<file path="src/trap_params.svh">
`ifndef TRAP_PARAMS_SVH
`define TRAP_PARAMS_SVH

// Data path width
`define TRAP_XLEN       32

// First instruction fetched after reset, also the default EPC
`define TRAP_RESET_PC   32'h0001_0000

// Machine trap CSR addresses
`define CSR_MTVEC       12'h305
`define CSR_MEPC        12'h341
`define CSR_MCAUSE      12'h342
`define CSR_MTVAL       12'h343

// Trap vector base after reset
`define MTVEC_RESET     32'h0001_0100

`endif

</file>
<file path="src/trap_pkg.sv">
package trap_pkg;

    // Internal exception cause, ordered as the prioritizer encodes it
    typedef enum logic [1:0]
    {
        EXC_NONE            = 2'b00,
        EXC_I_ADDR_MISALIGN = 2'b01,
        EXC_ILLEGAL_IR      = 2'b10,
        EXC_ECALL           = 2'b11
    } exc_cause_e;

    // Software CSR access command, valid for one cycle
    typedef enum logic [1:0]
    {
        CSR_NOP   = 2'b00,
        CSR_READ  = 2'b01,
        CSR_WRITE = 2'b10
    } csr_op_e;

endpackage

</file>
<file path="src/trap_if.sv">
`include "trap_params.svh"

interface trap_if
    import trap_pkg::*;
();

    // Selected exception for the current cycle
    logic                  raised;
    exc_cause_e            cause;
    logic [`TRAP_XLEN-1:0] epc;
    logic [`TRAP_XLEN-1:0] tval;

    modport producer
    (
        output raised,
        output cause,
        output epc,
        output tval
    );

    modport consumer
    (
        input raised,
        input cause,
        input epc,
        input tval
    );

endinterface

</file>
<file path="src/exception_ctrl.sv">
`include "trap_params.svh"

module exception_ctrl
    import trap_pkg::*;
(
    // PC of the instruction now in flight
    input  logic [`TRAP_XLEN-1:0] current_pc,

    // Fetch address misaligned
    input  logic                  i_addr_misaligned,
    input  logic [`TRAP_XLEN-1:0] pc_of_i_addr_misaligned,

    // Illegal instruction, PC taken from the ID stage
    input  logic                  illegal_ir,
    input  logic [`TRAP_XLEN-1:0] ir_in_question,
    input  logic [`TRAP_XLEN-1:0] pc_of_illegal_ir,

    input  logic                  is_ecall,

    // Instruction is being flushed by a jump
    input  logic                  jump,

    trap_if.producer              exc
);

    logic       suppress;
    exc_cause_e cause;

    // Nothing traps on the very first instruction or on a flushed one
    assign suppress = (current_pc == `TRAP_RESET_PC) || jump;

    // Illegal instruction beats misaligned fetch beats ECALL
    always_comb
    begin
        if (suppress)
            cause = EXC_NONE;
        else if (illegal_ir)
            cause = EXC_ILLEGAL_IR;
        else if (i_addr_misaligned)
            cause = EXC_I_ADDR_MISALIGN;
        else if (is_ecall)
            cause = EXC_ECALL;
        else
            cause = EXC_NONE;
    end

    // EPC and trap value follow the winning cause
    always_comb
    begin
        case (cause)
            EXC_ILLEGAL_IR:
            begin
                exc.epc  = pc_of_illegal_ir;
                exc.tval = ir_in_question;
            end
            EXC_I_ADDR_MISALIGN:
            begin
                exc.epc  = pc_of_i_addr_misaligned;
                exc.tval = pc_of_i_addr_misaligned;
            end
            EXC_ECALL:
            begin
                // ECALL is decoded in ID, so it shares that PC
                exc.epc  = pc_of_illegal_ir;
                exc.tval = '0;
            end
            default:
            begin
                exc.epc  = `TRAP_RESET_PC;
                exc.tval = '0;
            end
        endcase
    end

    assign exc.cause  = cause;
    assign exc.raised = (cause != EXC_NONE);

endmodule

</file>
<file path="src/trap_csr.sv">
`include "trap_params.svh"

module trap_csr
    import trap_pkg::*;
(
    input  logic                  clk,
    input  logic                  arst_n,

    trap_if.consumer              exc,

    // Software access port
    input  csr_op_e               csr_op,
    input  logic [11:0]           csr_addr,
    input  logic [`TRAP_XLEN-1:0] csr_wdata,
    output logic [`TRAP_XLEN-1:0] csr_rdata,

    // Live values for the redirect logic
    output logic [`TRAP_XLEN-1:0] mtvec,
    output logic [`TRAP_XLEN-1:0] mepc
);

    logic [`TRAP_XLEN-1:0] mtvec_q;
    logic [`TRAP_XLEN-1:0] mepc_q;
    logic [`TRAP_XLEN-1:0] mcause_q;
    logic [`TRAP_XLEN-1:0] mtval_q;
    logic                  wr_en;

    // Architectural exception codes from the privileged spec
    function automatic logic [`TRAP_XLEN-1:0] arch_code(input exc_cause_e cause);
        logic [`TRAP_XLEN-1:0] code;
        begin
            case (cause)
                EXC_I_ADDR_MISALIGN: code = `TRAP_XLEN'd0;
                EXC_ILLEGAL_IR:      code = `TRAP_XLEN'd2;
                EXC_ECALL:           code = `TRAP_XLEN'd11;
                default:             code = `TRAP_XLEN'd0;
            endcase
            return code;
        end
    endfunction

    assign wr_en = (csr_op == CSR_WRITE);

    // mtvec only changes by software
    always_ff @(posedge clk or negedge arst_n)
    begin
        if (!arst_n)
            mtvec_q <= `MTVEC_RESET;
        else if (wr_en && csr_addr == `CSR_MTVEC)
            // Direct mode only, base kept word aligned
            mtvec_q <= {csr_wdata[`TRAP_XLEN-1:2], 2'b00};
    end

    // Exception capture overrides a software write in the same cycle
    always_ff @(posedge clk or negedge arst_n)
    begin
        if (!arst_n)
        begin
            mepc_q   <= '0;
            mcause_q <= '0;
            mtval_q  <= '0;
        end
        else if (exc.raised)
        begin
            mepc_q   <= exc.epc;
            mcause_q <= arch_code(exc.cause);
            mtval_q  <= exc.tval;
        end
        else if (wr_en)
        begin
            case (csr_addr)
                `CSR_MEPC:   mepc_q   <= csr_wdata;
                `CSR_MCAUSE: mcause_q <= csr_wdata;
                `CSR_MTVAL:  mtval_q  <= csr_wdata;
                default:     ;
            endcase
        end
    end

    // Read data only while a read is requested, unmapped reads as zero
    always_comb
    begin
        csr_rdata = '0;
        if (csr_op == CSR_READ)
        begin
            case (csr_addr)
                `CSR_MTVEC:  csr_rdata = mtvec_q;
                `CSR_MEPC:   csr_rdata = mepc_q;
                `CSR_MCAUSE: csr_rdata = mcause_q;
                `CSR_MTVAL:  csr_rdata = mtval_q;
                default:     csr_rdata = '0;
            endcase
        end
    end

    assign mtvec = mtvec_q;
    assign mepc  = mepc_q;

endmodule

</file>
<file path="src/trap_redirect.sv">
`include "trap_params.svh"

module trap_redirect
(
    input  logic                  clk,
    input  logic                  arst_n,

    trap_if.consumer              exc,

    // Return from trap, one-cycle strobe
    input  logic                  mret,

    input  logic [`TRAP_XLEN-1:0] mtvec,
    input  logic [`TRAP_XLEN-1:0] mepc,

    // Fetch redirect, one-cycle pulse per event
    output logic                  redirect_valid,
    output logic [`TRAP_XLEN-1:0] redirect_pc
);

    logic                  event_hit;
    logic [`TRAP_XLEN-1:0] target_pc;

    assign event_hit = exc.raised || mret;

    // Trap entry wins over a return in the same cycle
    assign target_pc = exc.raised ? mtvec : mepc;

    always_ff @(posedge clk or negedge arst_n)
    begin
        if (!arst_n)
            redirect_valid <= 1'b0;
        else
            redirect_valid <= event_hit;
    end

    // Target only loads on an event
    always_ff @(posedge clk)
    begin
        if (event_hit)
            redirect_pc <= target_pc;
    end

endmodule

</file>
<file path="src/trap_unit.sv">
`include "trap_params.svh"

module trap_unit
    import trap_pkg::*;
(
    input  logic                  clk,
    input  logic                  arst_n,

    // Pipeline status for the current cycle
    input  logic [`TRAP_XLEN-1:0] current_pc,
    input  logic                  i_addr_misaligned,
    input  logic [`TRAP_XLEN-1:0] pc_of_i_addr_misaligned,
    input  logic                  illegal_ir,
    input  logic [`TRAP_XLEN-1:0] ir_in_question,
    input  logic [`TRAP_XLEN-1:0] pc_of_illegal_ir,
    input  logic                  is_ecall,
    input  logic                  jump,
    input  logic                  mret,

    // CSR command
    input  csr_op_e               csr_op,
    input  logic [11:0]           csr_addr,
    input  logic [`TRAP_XLEN-1:0] csr_wdata,

    output logic                  exception_raised,
    output exc_cause_e            exception_cause,
    output logic [`TRAP_XLEN-1:0] exception_epc,
    output logic [`TRAP_XLEN-1:0] exception_tval,
    output logic [`TRAP_XLEN-1:0] csr_rdata,
    output logic                  redirect_valid,
    output logic [`TRAP_XLEN-1:0] redirect_pc
);

    logic [`TRAP_XLEN-1:0] mtvec;
    logic [`TRAP_XLEN-1:0] mepc;

    trap_if u_exc_if ();

    exception_ctrl u_exception_ctrl
    (
        .current_pc              (current_pc),
        .i_addr_misaligned       (i_addr_misaligned),
        .pc_of_i_addr_misaligned (pc_of_i_addr_misaligned),
        .illegal_ir              (illegal_ir),
        .ir_in_question          (ir_in_question),
        .pc_of_illegal_ir        (pc_of_illegal_ir),
        .is_ecall                (is_ecall),
        .jump                    (jump),
        .exc                     (u_exc_if.producer)
    );

    trap_csr u_trap_csr
    (
        .clk       (clk),
        .arst_n    (arst_n),
        .exc       (u_exc_if.consumer),
        .csr_op    (csr_op),
        .csr_addr  (csr_addr),
        .csr_wdata (csr_wdata),
        .csr_rdata (csr_rdata),
        .mtvec     (mtvec),
        .mepc      (mepc)
    );

    trap_redirect u_trap_redirect
    (
        .clk            (clk),
        .arst_n         (arst_n),
        .exc            (u_exc_if.consumer),
        .mret           (mret),
        .mtvec          (mtvec),
        .mepc           (mepc),
        .redirect_valid (redirect_valid),
        .redirect_pc    (redirect_pc)
    );

    // Selected exception visible to the core
    assign exception_raised = u_exc_if.raised;
    assign exception_cause  = u_exc_if.cause;
    assign exception_epc    = u_exc_if.epc;
    assign exception_tval   = u_exc_if.tval;

endmodule

</file>
<file path="config.mk">
export PLATFORM = sky130hd
export DESIGN_NAME = trap_unit
export DESIGN_NICKNAME = d
export VERILOG_FILES = /design/src/trap_pkg.sv /design/src/trap_if.sv /design/src/exception_ctrl.sv /design/src/trap_csr.sv /design/src/trap_redirect.sv /design/src/trap_unit.sv
export VERILOG_INCLUDE_DIRS = /design/src
export SDC_FILE = /design/constraint.sdc
export NUM_CORES = 1
export LEC_CHECK = 0
export ABC_CLOCK_PERIOD_IN_PS = 3700
export BUFFER_PORTS_ARGS = -buffer_cell sky130_fd_sc_hd__clkbuf_2
export CELL_PAD_IN_SITES_DETAIL_PLACEMENT = 0
export CELL_PAD_IN_SITES_GLOBAL_PLACEMENT = 1
export CORE_ASPECT_RATIO = 1.1
export CORE_UTILIZATION = 34
export DETAILED_ROUTE_END_ITERATION = 10
export HOLD_SLACK_MARGIN = 0.05
export PLACE_DENSITY_LB_ADDON = 0.1
export SYNTH_ARGS = -nofsm -noshare
export SYNTH_HDL_FRONTEND = slang
export SYNTH_SLANG_ARGS = --single-unit
</file>
<file path="constraint.sdc">
create_clock -name clk -period 3.7 [get_ports clk]
set_input_delay 0.925 -clock clk [delete_from_list [all_inputs] [get_ports clk]]
set_output_delay 0.925 -clock clk [all_outputs]
set_load 0.05 [all_outputs]
</file>
==> impl_results.md <==
* Pin count of the biggest net entering global routing at 66
* Share of cells above drive strength 1 at approximately three fifths
* Setup Skew at 8.33 ps
* Total track usage at 26.1%
* Fmax at 257 MHz
* Max Cap Viol at 0
* Die X at 156 um
* Yosys cell types at 47
* Crit Path Class: in -> out
* Max_slew headroom at 65.6%
* CTS Root Cell: clkbuf_16
* Number of synthesized flops with an enable pin at 32
* Port bufs at between 300 and 400
* Worst setup SP type: input port
* Synth Register Bits at 159
* Hold-fix buffers at CTS at 0
* Post-DP HPWL at 23100 um
* Crit-path max FO at 4
* GR Overflow Total at 0
* Most common cell after layout, fill and taps aside: clkbuf_2
* Worst setup margin at -197 ps
* Average cell area after synthesis at around 11 um2
* Post-Syn Area at 8840 um2
* Row count at 61
* Total negative setup slack at -4900 ps
* Mapped Nets at around 1000
* Vias in the first global route at slightly below 9000
* Final Hold Viols at 0
* Most frequent cells in the layout: clkbuf_2 (225), dfrtp_1 (125), mux2_2 (91), buf_4 (91), a221o_1 (63)
* Worst Reg-to-Reg Cells at 1
* DR iter-0 viols at 448
* Power after layout at approximately 5.0 mW
* Post-route cell area at 14100 um2
* Worst slew pin tran at 515 ps
* Worst hold path type: in -> async
* Seq/Total Area, Yosys at between 40% and 50%
* Wire length of the first global-routing pass at 51900 um
* DRC viols at 0
* Clk_lat worst skew at around 430 ps
* Max clock buf depth at 2
* Post-route clock period utilization at 105%
* CP Capture Type: output port
* Critical Path RT at between 2000 and 3000 ps
* Status: complete, but fails checks
* DR pass1 iterations at 5
* Area Growth Syn to Fin at 59.8%
* Max IR drop VDD at 0.266 mV
* Synthesis Warnings at 0
* Initial Util at 34.8%
* Reg-to-Reg Start: u_trap_csr.mepc[20]
* Vias per std cell at about 5.4
* H-tree levels at 4
* CTS sink cnt at around 160
* Flip-flop and latch area at between 4000 and 5000 um2
* Power Dens Cells at 354 nW/um2
* Post-synth top flop: dfrtp_1
* Final setup vio count at 64
* Leakage at 6.60 nW
* Unrepaired setup endpoints after global routing: true
* Worst Setup SP: current_pc[25]
* I/O pins at between 300 and 400
* Cell Area, Placed at 12400 um2
* Cell count after synthesis at 838
* Initial antenna violation count at 0
* ANT nets after route at 0
* Routed wire length per instance at 22.1 um
* Final #Nets at 1396
* Die Y at 171 um
* Multi-input gate area at 5360 um2
* Total wire length at 34600 um
* Fin crit period at 3900 ps
* Num CTS Buffers at 17
* ANT cells at 0
* Filler cell count at approximately 2300
* Max Slew Vio Count at 0
* Failing checks: setup timing
* Arr. time, crit path at just under 3000 ps
* Clock transition at the registers of the reported paths at 70 ps
* Placer Congestion at 0.863
* Core area at 25400 um2
* CTS tree: built
* Async set or reset register ratio after synthesis at ~80%
* Via count at around 8500
* Total Die Area at ~27000 um2
## synthesized netlist by cell type (4+ instances only)
| cell | count | area (um2) |
|---|---|---|
| nor3_1 | 6 | 30.0 |
| and2_0 | 4 | 25.0 |
| a22o_1 | 30 | 263 |
| and3_1 | 4 | 25.0 |
| edfxtp_1 | 32 | 961 |
| ha_1 | 5 | 62.6 |
| and2_1 | 58 | 363 |
| a22oi_1 | 35 | 263 |
| mux2_2 | 91 | 1020 |
| dfrtp_1 | 125 | 3130 |
| o21ai_0 | 30 | 150 |
| a221o_1 | 64 | 641 |
| a21boi_0 | 29 | 218 |
| nor2b_1 | 8 | 50.1 |
| a21oi_1 | 31 | 155 |
| nor4_1 | 8 | 50.1 |
| mux2i_1 | 30 | 300 |
| clkbuf_1 | 69 | 259 |
| nor2_1 | 66 | 248 |
| nand2_1 | 67 | 251 |
## critical path: stages
cell       delay [ps]
buf_6              90
nor4_4            250
nand4_1           200
o21bai_4          260
o21ba_4           210
ha_4              180
or2_4             300
a221o_2           370
clkbuf_16         180
## cells by family after synthesis
logic type / count (synthesis) / synth area share (%)
buffers and inverters: 78 / 3.47
DFF: 159 / 46.9
AOI/OAI and AO/OA: 230 / 20.1
adders and majority gates: 5 / 0.708
and+or+nand+nor: 245 / 13.8
muxes: 121 / 15.0
## metal layers
metal | global-route usage, % | wire length [um]
met3 | 4.20 | 1790
met1 | 33.3 | 14900
met2 | 45.9 | 17400
met4 | 6.31 | 450
met5 | 0 | 0
## power breakdown
part / switching, mW / internal (mW)
logic: 0.734 / 0.505
registers: 0.0495 / 1.89
clock network: 0.779 / 1.04
## final cells by class
class	instances	share of cell area [%]
Clock buffer	19	3.21
Tap cell	346	3.07
Sequential cell	159	29.3
Multi-Input combinational cell	601	37.9
Inverter	1	0.0266
Clock inverter	13	1.08
Timing Repair Buffer	430	25.4
## sequential cells by signal, summed over array words and instances (netlist names)
| register | flops |
|---|---|
| u_trap_csr.mtval_q | 32 |
| u_trap_csr.mtvec | 30 |
| u_trap_redirect.redirect_valid | 1 |
| u_trap_csr.mepc | 32 |
| u_trap_redirect.redirect_pc | 32 |
| u_trap_csr.mcause_q | 32 |
## worst paths after layout
kind	end	slack [ps]
max	exception_epc[16]	-200
min	u_trap_csr.mepc[29]	430
max reg2reg	u_trap_redirect.redirect_pc[20]	2760
min reg2reg	u_trap_csr.mtval_q[0]	500
max in group asynchronous	u_trap_csr.mtvec[8]	2510
min in group clk	u_trap_csr.mtval_q[0]	500
## repair_timing
action | CTS | global route
endpoints found under the setup margin | 72 | 74
setup buffers | 3 | 15
hold endpoints to repair | 0 | 0
gates resized for setup | 168 | 83
cloned | 1 | 0
pin swaps | 8 | 21
## metrics by stage
| step | hold WS, ps | util (%) | instances | setup slack, ps |
|---|---|---|---|---|
| after detailed placement | 486 | 48.8 | 1518 | -582 |
| after global placement | 485 | 48.8 | 1518 | -564 |
| after floorplan | 457 | - | 838 | -343 |
| final | 428 | 55.6 | 1569 | -197 |
| after CTS | 438 | 54.0 | 1554 | -238 |
| after global routing | 450 | 55.6 | 1569 | -265 |
Power figures use the tool's default switching activity.
